<file path="config.mk">
export PLATFORM = sky130hd
export DESIGN_NAME = tcb_status_regs
export DESIGN_NICKNAME = d
export VERILOG_FILES = /design/src/logic/tcb_pkg.sv /design/src/logic/tcb_status_regs.sv
export SDC_FILE = /design/constraint.sdc
export NUM_CORES = 1
export LEC_CHECK = 0
export BUFFER_PORTS_ARGS = -buffer_cell sky130_fd_sc_hd__buf_4
export CAP_MARGIN = 20
export CELL_PAD_IN_SITES_DETAIL_PLACEMENT = 1
export CELL_PAD_IN_SITES_GLOBAL_PLACEMENT = 1
export CORE_ASPECT_RATIO = 1.5
export CORE_MARGIN = 4
export CORE_UTILIZATION = 40
export CTS_CLUSTER_DIAMETER = 60
export DETAILED_ROUTE_END_ITERATION = 10
export PLACE_DENSITY = 0.73
export RECOVER_POWER = 100
export SLEW_MARGIN = 20
export SYNTH_ARGS = -nofsm -noshare
export SYNTH_HDL_FRONTEND = slang
export SYNTH_SLANG_ARGS = --single-unit
export TNS_END_PERCENT = 5
</file>
<file path="constraint.sdc">
create_clock -name sub -period 8.7 [get_ports sub]
set_clock_uncertainty 0.1 [all_clocks]
set_input_delay 0.87 -clock sub [delete_from_list [all_inputs] [get_ports sub]]
set_output_delay 0.87 -clock sub [all_outputs]
set_load 0.01 [all_outputs]
</file>
<file path="src/logic/tcb_pkg.sv">
// shared definitions for the tightly coupled bus subsystem
// holds the bus widths, the address map, the request and response
// structs and the opcode and target enums
// every module of the subsystem takes it with a wildcard import

package tcb_pkg;

  //////////////////////////////////////////////////
  // bus widths
  //////////////////////////////////////////////////

  // byte address, data and byte enable widths
  localparam int adr_w = 12;
  localparam int dat_w = 32;
  localparam int ben_w = 4;

  //////////////////////////////////////////////////
  // address map
  //////////////////////////////////////////////////

  // sram depth in words, occupies byte addresses 0x000 to 0x3ff
  localparam int sram_words = 256;
  // byte address bits covered by the sram
  localparam int sram_adr_w = $clog2(sram_words) + 2;

  // register block base and word offsets inside it
  localparam logic [adr_w-1:0] regs_base = 12'h800;
  localparam int reg_ofs_w = 2;
  // byte address bits covered by the register block (4 words)
  localparam int regs_adr_w = reg_ofs_w + 2;
  localparam logic [reg_ofs_w-1:0] reg_id_ofs      = 2'd0;
  localparam logic [reg_ofs_w-1:0] reg_scratch_ofs = 2'd1;
  localparam logic [reg_ofs_w-1:0] reg_count_ofs   = 2'd2;

  // identity register read back value
  localparam logic [dat_w-1:0] reg_id_value = 32'h7CB0_0001;

  //////////////////////////////////////////////////
  // types
  //////////////////////////////////////////////////

  typedef enum logic {
    op_read  = 1'b0,
    op_write = 1'b1
  } tcb_op_e;

  // address decode result
  typedef enum logic [1:0] {
    tgt_sram = 2'd0,
    tgt_regs = 2'd1,
    tgt_none = 2'd2
  } tcb_target_e;

  typedef struct packed {
    tcb_op_e          op;
    logic [adr_w-1:0] adr;
    logic [dat_w-1:0] wdt;
    logic [ben_w-1:0] ben;
  } tcb_req_t;

  typedef struct packed {
    logic [dat_w-1:0] rdt;
    logic             err;
  } tcb_rsp_t;

  // merge new write data into an old word under byte enables
  function automatic logic [dat_w-1:0] ben_merge(
    input logic [dat_w-1:0] old_dat,
    input logic [dat_w-1:0] new_dat,
    input logic [ben_w-1:0] ben
  );
    logic [dat_w-1:0] res;
    res = old_dat;
    for (int b = 0; b < ben_w; b++) begin
      if (ben[b]) res[8*b +: 8] = new_dat[8*b +: 8];
    end
    return res;
  endfunction

endpackage
</file>
<file path="src/logic/tcb_status_regs.sv">
// status register block subordinate
// offset 0 identity, read only
// offset 1 scratch, read and write with byte enables
// offset 2 write counter, read only, counts successful writes here
// bad writes and reads of the unused offset answer with err
// ready drops for one cycle after every accepted write

`timescale 1ns/1ps

module tcb_status_regs import tcb_pkg::*; (
  input  logic     sub,
  input  logic     rst_n,
  input  logic     vld,
  output logic     rdy,
  input  tcb_req_t req,
  output tcb_rsp_t rsp
);

  logic [reg_ofs_w-1:0] ofs;
  logic                 xfer;
  logic                 busy;
  logic                 wr_ok;
  logic [dat_w-1:0]     scratch;
  logic [dat_w-1:0]     count;
  logic [dat_w-1:0]     rd_dat;
  logic                 acc_err;
  logic [dat_w-1:0]     rdt_q;
  logic                 err_q;

  assign ofs  = req.adr[regs_adr_w-1:2];
  assign rdy  = ~busy;
  assign xfer = vld & rdy;

  //////////////////////////////////////////////////
  // access decode
  //////////////////////////////////////////////////

  always_comb begin
    rd_dat  = '0;
    acc_err = 1'b0;
    if (req.op == op_write) begin
      // only scratch takes writes
      acc_err = (ofs != reg_scratch_ofs);
    end else begin
      unique case (ofs)
        reg_id_ofs:      rd_dat = reg_id_value;
        reg_scratch_ofs: rd_dat = scratch;
        reg_count_ofs:   rd_dat = count;
        default:         acc_err = 1'b1;
      endcase
    end
  end

  // a write that lands and changes state
  assign wr_ok = xfer && (req.op == op_write) && !acc_err;

  //////////////////////////////////////////////////
  // registers
  //////////////////////////////////////////////////

  always_ff @(posedge sub) begin
    if (!rst_n) begin
      busy    <= 1'b0;
      scratch <= '0;
      count   <= '0;
    end else begin
      // one idle cycle after any accepted write, failed or not
      busy <= xfer && (req.op == op_write);
      if (wr_ok) begin
        scratch <= ben_merge(scratch, req.wdt, req.ben);
        count   <= count + 1'b1;
      end
    end
  end

  // response captured at the transfer
  always_ff @(posedge sub) begin
    if (xfer) begin
      rdt_q <= rd_dat;
      err_q <= acc_err;
    end
  end

  assign rsp.rdt = rdt_q;
  assign rsp.err = err_q;

  // the cycle after an accepted write never carries a transfer
  a_busy_stall: assert property (
    @(posedge sub) disable iff (!rst_n)
    (xfer && (req.op == op_write)) |=> !(vld && rdy)
  );

endmodule

</file>
After elaboration in Yosys (flattened, before gate mapping)

Cells that the tools add are included.

Word-level logic and storage cells: 26
Bits of input ports: 52
Register bits after elaboration: 98

Equal/unequal tests: 3
Reductions and logical operators: 9
Add/subtract/negate cells: 1
Multiplexer cells: 3
Bitwise operators: 2

Operators with widths:

| cell                  | count |
|---|---|
| $pmux 32 s3           | 1 |
| $add 32x1->32 const B | 1 |
| $reduce_and 2->1      | 4 |
| $reduce_or 3->1       | 1 |
| $eq 2x1->1 const B    | 1 |
| $eq 2x2->1 const B    | 1 |
| $logic_and 1x1->1     | 2 |
| $logic_not 2->1       | 1 |
| $mux 1                | 2 |
| $ne 2x1->1 const B    | 1 |
| $and 1x1->1           | 1 |
| $logic_not 1->1       | 1 |
| $not 1->1             | 1 |

Depth between registers and ports, before layout

Gate-level depths: netlist of run 1.

Word-level depth: 7
Depth in mapped cells: 7
Depth with buffers taken out: 5

Worst setup path before layout of run 1

No wires, ideal clock.

Path kind: input to register
Start point: in vld
End point: reg count[19]
Stages on the path: 5
Setup time: 0.070 ns
Slack: 5.062 ns
Required time: 8.530 ns
Arrival time: 3.467 ns
Cells stage by stage: nor2b_1 -> nand3_1 -> clkbuf_1 -> or4_1 -> a21oi_1

Longest elaborated chain between the ends: 3

Ends and longest elaborated chain:

| what                            | RTL line              | source |
|---|---|---|
| start: declaration              | tcb_status_regs.sv:13 | `input logic vld,` |
| $and 1x1->1                     | tcb_status_regs.sv:32 | `assign xfer = vld & rdy;` |
| $logic_and 1x1->1 (2 in series) | tcb_status_regs.sv:55 | `assign wr_ok = xfer && (req.op == op_write) && !acc_err;` |
| end signal: assignment          | tcb_status_regs.sv:71 | `count <= count + 1'b1;` |
| end: declaration                | tcb_status_regs.sv:24 | `logic [dat_w-1:0] count;` |

Every way passes these cells.
A chain may end at the register's enable or synchronous reset.

Worst setup path in the final report of run 1

Start point: in vld
End point: reg count[13]

Same word-level chain as after synthesis.

==> results of run 1 <==
-- final cells by class --
cell class,instances,area share
tap,141,0.0349
clock inverter,7,0.0233
multi-input combinational,283,0.349
timing repair buffer,79,0.0892
inverter,7,0.00520
clock buffer,9,0.0446
sequential,98,0.454
-- metal layers --
layer  GRT usage  vias to the layer above  wire [um]
met1       0.214                     1726       4480
met3      0.0208                        9        363
met2       0.339                       57       6050
met5           0                        -          0
li1            -                     1641          -
met4      0.0702                        0        143
-- sequential cells by signal, indices dropped and copies added (netlist names) --
signal   count
busy         1
count       32
err_q        1
rdt_q       32
scratch     32
-- cell families after synthesis --
logic type	after synthesis	share of synthesized area
and+or+nand+nor	157	0.196
AOI/OAI and AO/OA	80	0.117
xor gates and xnor gates	8	0.0165
muxes	37	0.0878
DFF	98	0.541
adders and majority gates	1	0.00295
buffers and inverters	34	0.0384
-- stage by stage --
step	utilization	std cells
after detailed placement	0.476	608
after CTS	0.509	624
after floorplan	-	415
final	0.493	624
after global placement	0.476	608
after global routing	0.493	624
-- how the worst max path moves through the flow --
stage | startpoint | endpoint | slack, ps | cells past startpoint
global placement | vld | count[13] | 5560 | 6
finish | vld | count[13] | 4150 | 6
detailed placement | vld | count[13] | 5390 | 6
floorplan | vld | count[19] | 5060 | 5
CTS | vld | count[13] | 5740 | 6
global route | vld | count[13] | 3710 | 6
-- placed cells by master, fill, tap and decap left out, types with 4 or more instances in the layout --
master / netlist / routed
a21oi_1: 31 / 31
a22oi_1: 23 / 23
and4_1: 5 / 5
buf_4: 2 / 40
clkbuf_1: 16 / 38
clkbuf_16: 0 / 9
dfxtp_1: 65 / 65
edfxtp_1: 33 / 33
inv_1: 6 / 6
mux2i_1: 36 / 36
nand2_1: 24 / 25
nand3_1: 11 / 14
nand4_1: 8 / 8
nor2_1: 66 / 66
nor4_1: 4 / 4
o21ai_0: 11 / 11
o31ai_1: 15 / 15
or3_1: 4 / 4
or4_1: 15 / 15
xor2_1: 8 / 8
-- power groups by stage --
stage               Clock [mW]  Sequential, mW  Combinational [mW]
floorplan                    0           0.500              0.0248
global placement             0           0.496              0.0641
detailed placement           0           0.497              0.0653
CTS                      0.463           0.487              0.0655
global route             0.482           0.488              0.0620
finish                   0.457           0.487              0.0566
-- worst max-delay path, cell delays in order --
cell and delay, ps:
clkbuf_4 100, nor2b_1 120, clkbuf_1 1550, nand3_1 1150
or4_1 760, a21oi_1 150
==> reports/metrics.yaml, run 1 <==
cts_buffers: 9
fin_crit_ps: 4550
power.internal_uw: 785
ant_nets: 0
drc: 0
drv_cap: 2
timing_hold_violations_final: 0
gp_congestion: 0.729
vias: 3433
fin_tns_setup_ps: 0
ys_types: 37
cts_root_buffer: "clkbuf_16"
overflow: 0
synthMostInstantiatedCell: "nor2_1"
multi_input_area_sq_um: 1760
grt_max_degree: 53
worstRegToRegCells: 5
synth_ff_type: "dfxtp_1"
end_kind: "flop"
wirelength_mm: 11.0
violations: "capacitance limit, slew limit"
antenna_found_initial: 0
dieArea_sq_um: 12300
ioPinCount: 86
pre_cts_ws_ps: 5390
crit_required_ps: 8870
path_max_fanout: 36
core_sq_um: 10200
crit_path_start_kind: "input pin"
maxSlewViolCount: 73
cts_max_path_buffers: 2
synth.avg_cell_area_sq_um: 10.2
drt-wirelength-per-cell_um: 17.7
synth_edf_count: 33
dpl.hpwl_mm: 7.37
nets: 531
clock_latency_ps: 340
fin_crit_sh: 0.523
postPlaceCellArea_sq_um: 4880
ys_ff_latch: 98
max_freq_mhz: 220
power_density_nw_per_um2: 198
post_cts_buffers: 0
cts.sinks: 98
syn-num-nets: 468
fillers: 1208
swShare: 0.215
maxSlewHeadroom: -0.435
setup_viol: 0
drive_gt1_frac: 0.135
viasPerCell: 5.50
p_seq_frac: 0.486
final-seq-area_sq_um: 2290
hold_slack_ps: 378
drt-pass1-iter-count: 4
p_leak_nw: 1.97
cts.htree.levels: 3
cts_tree: "done"
die_w_um: 92.0
port_buffers: 75
worstReg2RegStart: "busy"
status: "finished, violations left"
whs_endpoint: "count[31]"
crit_arrival_ps: 4730
timing.rr.end: "count[13]"
p_total_mw: 1.00
rsz0062_at_grt: "no"
clkTransAtPathRegs_ps: 70
floorplan.initialDensity: 0.413
syn-cell-area_sq_um: 4230
rows: 45
cts_hold_buf: 0
finalWorstSetupSlack_ps: 4150
synth_seq_area_share: 0.541
ir_worst_vdd_v: 0.0000978
grt_use_total: 0.183
drtIter0Drc: 164
yosysTopAreaCell: "dfxtp_1"
min_path_cells: 2
synth_top_cell_area_share: 0.307
tightestPinTransition_ps: 2150
grt_pass1_vias: 3660
cts_resized: 0
yosys_warnings: 0
die_h_um: 134
area_delta_synth_final_pct: 19.3
p_switching_uw: 215
grt_pass1_wl_mm: 18.1
syn_inst: 415
power.share.clock: 0.457
fin_area_sq_um: 5050
synth.area.top_cells: "dfxtp_1, edfxtp_1, mux2i_1"
rrSetupSlack_ps: 4470
path_class: "input pin to flop"
n_antenna_cell: 0
min_path_type: "flop to flop"
worstHoldStart: "count[31]"
async_flop_share: 0
power_frac_comb: 0.057
synth_commonest_cells: "nor2_1, dfxtp_1, mux2i_1"
No activity file was read; power rests on OpenSTA's default activity.
==> run 2, diff against run 1 <==
- CORE_UTILIZATION: 40 -> 38
- clock period: 8.7 -> 3.7 ns (I/O delays scaled with it)
==> run 2 against run 1 <==
Compared with the run above:
- global-route usage shrank 0.91 points
- setup slack lost 3300 ps
- the run still ends with capacitance limit, slew limit left
- via count shrank 0.73%
==> reports/metrics.yaml, run 2 (synthesis results as in run 1) <==
fin_tns_setup_ps: 0  # unchanged
path_max_fanout: 35  # -2.8%
nets: 534  # +0.56%
crit_arrival_ps: 2950  # -1780 ps
timing_hold_violations_final: 0  # unchanged
drt-pass1-iter-count: 5  # +1
dr_wl_met2_mm: 5.92  # -2.1%
rsz0062_at_grt: "no"
fin_crit_ps: 2830
maxSlewViolCount: 36  # -51%
tightestPinTransition_ps: 2170  # +19.0 ps
grt_pass1_vias: 3510  # -4.1%
path_class: "flop to flop"
cts_resized: 0  # unchanged
rrSetupSlack_ps: 870  # -3600 ps
die_h_um: 137  # +2.4%
ioPinCount: 86  # unchanged
pre_cts_ws_ps: 1030  # -4360 ps
die_w_um: 94.2  # +2.4%
fin_crit_sh: 0.765
setup_viol: 0  # unchanged
post_cts_buffers: 0  # unchanged
violations: "capacitance limit, slew limit"
finalWorstSetupSlack_ps: 868  # -3280 ps
cts.sinks: 98  # unchanged
cts_max_path_buffers: 2  # unchanged
drv_cap: 1  # -1
met3_length_um: 383  # +5.5%
maxSlewHeadroom: -0.448  # -0.0127
crit_required_ps: 3820  # -5050 ps
worstRegToRegCells: 5  # unchanged
port_buffers: 75  # unchanged
floorplan.initialDensity: 0.385  # -0.0282
fin_area_sq_um: 5060  # about the same
cts_hold_buf: 0  # unchanged
clkTransAtPathRegs_ps: 70  # about the same
ant_nets: 0  # unchanged
timing.rr.end: "count[5]"
dpl.hpwl_mm: 7.47  # +1.4%
power_density_nw_per_um2: 451  # +130%
ir_worst_vdd_v: 0.000296  # +200%
overflow: 0  # unchanged
crit_path_start_kind: "flop"
drtIter0Drc: 183  # +12%
wirelength_mm: 10.9  # -1.3%
largest_registers: "count x32, rdt_q x32, scratch x32"
wl_met1_mm: 4.41  # -1.5%
vias: 3408  # -0.73%
core_sq_um: 11000  # +7.3%
cts_buffers: 9  # unchanged
cts.htree.levels: 3  # unchanged
cts_tree: "done"
postPlaceCellArea_sq_um: 4910  # +0.62%
cts_root_buffer: "clkbuf_16"
min_path_cells: 3  # +1
area_delta_synth_final_pct: 19.4  # about the same
status: "finished, violations left"
drive_gt1_frac: 0.134  # -0.000831
viasPerCell: 5.38  # -2.1%
grt_pass1_wl_mm: 17.5  # -3.4%
drt-wirelength-per-cell_um: 17.2  # -2.7%
worstHoldStart: "req[25]"
rows: 47  # +4.4%
dieArea_sq_um: 12900  # +4.9%
antenna_found_initial: 0  # unchanged
grt_use_total: 0.174  # -0.00914
min_path_type: "input pin to flop"
gp_congestion: 0.770  # +5.6%
whs_endpoint: "scratch[21]"
drc: 0  # unchanged
final_cell_mix: "nor2_1, dfxtp_1, buf_4"
worstReg2RegStart: "busy"
clock_latency_ps: 340  # about the same
p_leak_nw: 1.97  # +0.25%
n_antenna_cell: 0  # unchanged
end_kind: "flop"
grt_max_degree: 36  # -32%
highest_layer: "met4"
layout_commonest_cell: "nor2_1"
max_freq_mhz: 353
[run 2: metal layers]
| metal | track usage | up-vias |
|---|---|---|
| li1 | - | 1649 |
| met1 | 0.200 | 1692 |
| met2 | 0.316 | 58 |
| met3 | 0.0344 | 9 |
| met4 | 0.0635 | 0 |
| met5 | 0 | - |
[run 2: critical path, stage by stage (launching register included)]
cell and delay (ps):
dfxtp_1 340, nor2b_4 130, clkbuf_1 1560, nand4_1 250
xor2_1 250, nor2_1 60
[run 2: how the worst max path moves through the flow]
stage                       start         to  slack, ps  cells after the start
after floorplan               vld  count[19]        560                      5
after global routing         busy   count[5]        620                      5
final                        busy   count[5]        870                      5
after detailed placement  req[48]  count[13]       1030                      5
after CTS                 req[48]  count[13]       1370                      5
after global placement    req[48]  count[13]       1120                      5
[run 2: area by class of cell]
| type | instances | area, sq um |
|---|---|---|
| fillers | 1275 | 5940 |
| flip-flops and latches | 98 | 2290 |
| multi-input cells | 283 | 1770 |
| repair buffers | 82 | 469 |
| clock buffers | 10 | 229 |
| well taps | 147 | 184 |
| clock inverters | 6 | 87.6 |
| inverters | 7 | 26.3 |
[run 2: report_power, final]
part           internal (mW)  switching (mW)  leakage [nW]
Clock                  0.595           0.404         0.157
Sequential              1.14         0.00794         0.858
Combinational         0.0508          0.0839         0.959
Total                   1.78           0.496          1.97
[run 2: metrics by stage]
stage / hold WS [ps] / total power, mW / util / std cells
after floorplan: 343 / 1.23 / - / 415
after global placement: 358 / 1.32 / 0.446 / 617
after detailed placement: 370 / 1.32 / 0.446 / 617
after CTS: 155 / 2.32 / 0.475 / 633
after global routing: 156 / 2.35 / 0.460 / 633
final: 163 / 2.28 / 0.460 / 633
==> run 3, diff against run 2 <==
- clock period: 3.7 -> 2.6 ns (I/O delays scaled with it)
==> run 3 against run 2 <==
Compared with the run above:
- the run now ends clean
- cell count grew 0.79%
- utilization up 0.25 points
- power grew 40%
- count of clock-buffer cells in the layout grew 4
- sequential cell count is the same
- clock power up 37%
- wire length up 2.5%
- die area unchanged
- setup slack lost 490 ps
- largest power group unchanged
- non-clock buffer count increased by 5
==> reports/metrics.yaml, run 3 (synthesis results as in run 1) <==
slowest_stage: "or4_1"
critical-path-top-delay-family: "simple AND/OR/NAND/NOR gates"
rsz0062_at_grt: "no"
port_buffers: 75  # unchanged
cts_tree: "done"
min_path_type: "input pin to flop"
max_freq_mhz: 450  # +28%
maxSlewViolCount: 0  # -100%
p_leak_nw: 1.99  # +0.57%
ioPinCount: 86  # unchanged
timing_hold_violations_final: 0  # unchanged
die_w_um: 94.2  # unchanged
critPathBufInv: 0  # -1
nets: 539  # +0.94%
cts_hold_buf: 0  # unchanged
fin_tns_setup_ps: 0  # unchanged
cts_resized: 0  # unchanged
drt-pass1-iter-count: 4  # -1
critPathLaunch: "count[3]"
antenna_found_initial: 0  # unchanged
overflow: 0  # unchanged
p_total_mw: 3.20  # +40%
cts_max_path_buffers: 2  # unchanged
grt_pass1_wl_mm: 18.0  # +3.1%
grt_max_degree: 56  # +56%
rrSetupSlack_ps: 380  # -490 ps
path_max_fanout: 20  # -43%
drv_cap: 0  # -1
swShare: 0.212  # -0.00524
dieArea_sq_um: 12900  # unchanged
fillers: 1290  # +1.2%
fin_crit_sh: 0.854  # +0.0884
rows: 47  # unchanged
p_switching_uw: 679  # +37%
clkTransAtPathRegs_ps: 60  # about the same
drive_gt1_frac: 0.141  # +0.00678
dpl.hpwl_mm: 7.79  # +4.3%
max_stage_delay_ps: 630  # -930 ps
setup_viol: 0  # unchanged
power_frac_comb: 0.062  # +0.003
drc: 0  # unchanged
path_class: "flop to flop"
stdcell_count: 638  # +0.79%
cts.sinks: 98  # unchanged
worstHoldStart: "req[13]"
path_cells: "and4_1, nand4_2, or4_1, a21oi_1"
vias: 3423  # +0.44%
power.internal_mw: 2.52  # +41%
ir_worst_vdd_v: 0.000357  # +21%
status: "finished clean"
crit_arrival_ps: 2390  # -560 ps
crit_required_ps: 2770  # -1050 ps
dp.cells: 622  # +0.81%
power_density_nw_per_um2: 629  # +40%
wirelength_mm: 11.2  # +2.5%
post_cts_buffers: 0  # unchanged
die_h_um: 137  # unchanged
crit_path_start_kind: "flop"
p_seq_frac: 0.509  # +0.007
grt_use_total: 0.181  # +0.00669
maxSlewHeadroom: 0.319  # +0.767
n_antenna_cell: 0  # unchanged
drt-wirelength-per-cell_um: 17.5  # +1.7%
end_kind: "flop"
tightestPinTransition_ps: 1020  # -1150 ps
cts_root_buffer: "clkbuf_16"
drtIter0Drc: 104  # -43%
ant_nets: 0  # unchanged
cts.htree.levels: 3  # unchanged
largest_registers: "count x32, rdt_q x32, scratch x32"
layout_commonest_cell: "nor2_1"
power.share.clock: 0.429  # -0.010
cts_buffers: 9  # unchanged
viasPerCell: 5.37  # -0.35%
clock_latency_ps: 340  # about the same
grt_pass1_vias: 3578  # +1.9%
gp_congestion: 0.761  # -1.2%
area_delta_synth_final_pct: 20.1
worstReg2RegStart: "count[3]"
fin_crit_ps: 2220  # -612 ps
core_sq_um: 11000  # unchanged
final_cell_mix: "nor2_1, dfxtp_1, buf_4"
floorplan.initialDensity: 0.385  # unchanged
==> run 3: cell type report <==
class                   count  area (sq um)  share of cell area
clock buffers              14           274              0.0539
clock inverters             2          35.0             0.00689
inverters                   7          26.3             0.00517
multi-input cells         283          1760               0.347
flip-flops and latches     98          2290               0.451
well taps                 147           184              0.0362
repair buffers             87           509               0.100
==> run 3: power by group through the flow <==
stage / clock network [mW] / logic [mW] / registers, mW
finish: 1.37 / 0.198 / 1.63
global route: 1.45 / 0.219 / 1.63
CTS: 1.40 / 0.230 / 1.63
detailed placement: 0 / 0.228 / 1.66
global placement: 0 / 0.224 / 1.66
floorplan: 0 / 0.0832 / 1.67
==> run 3: final timing paths <==
| path | to | cells past startpoint |
|---|---|---|
| worst min-delay path | scratch[9] | 3 |
| worst max register to register | count[20] | 4 |
| worst min register to register | count[29] | 2 |
| worst max-delay path | count[20] | 4 |
==> run 3: stage by stage <==
stage          hold WS (ps)  instance area (sq um)   util  setup slack (ps)
2_1_floorplan           304                   4240      -               220
3_3_place_gp            359                   4960  0.451               632
4_1_cts                44.6                   5270  0.479               540
3_5_place_dp            373                   4960  0.451               554
6_report               51.2                   5080  0.462               380
5_1_grt                45.9                   5080  0.462               222
==> run 3: worst reg2reg max path, cell delays in order (launching register included) <==
cell	delay, ps
dfxtp_1	400
and4_1	400
nand4_2	430
or4_1	640
a21oi_1	180
==> run 3: layer usage <==
| layer | part of all wire | track usage | up-vias |
|---|---|---|---|
| li1 | - | - | 1663 |
| met1 | 0.39 | 0.208 | 1673 |
| met2 | 0.55 | 0.330 | 70 |
| met3 | 0.035 | 0.0213 | 17 |
| met4 | 0.023 | 0.0827 | 0 |
| met5 | 0 | 0 | - |
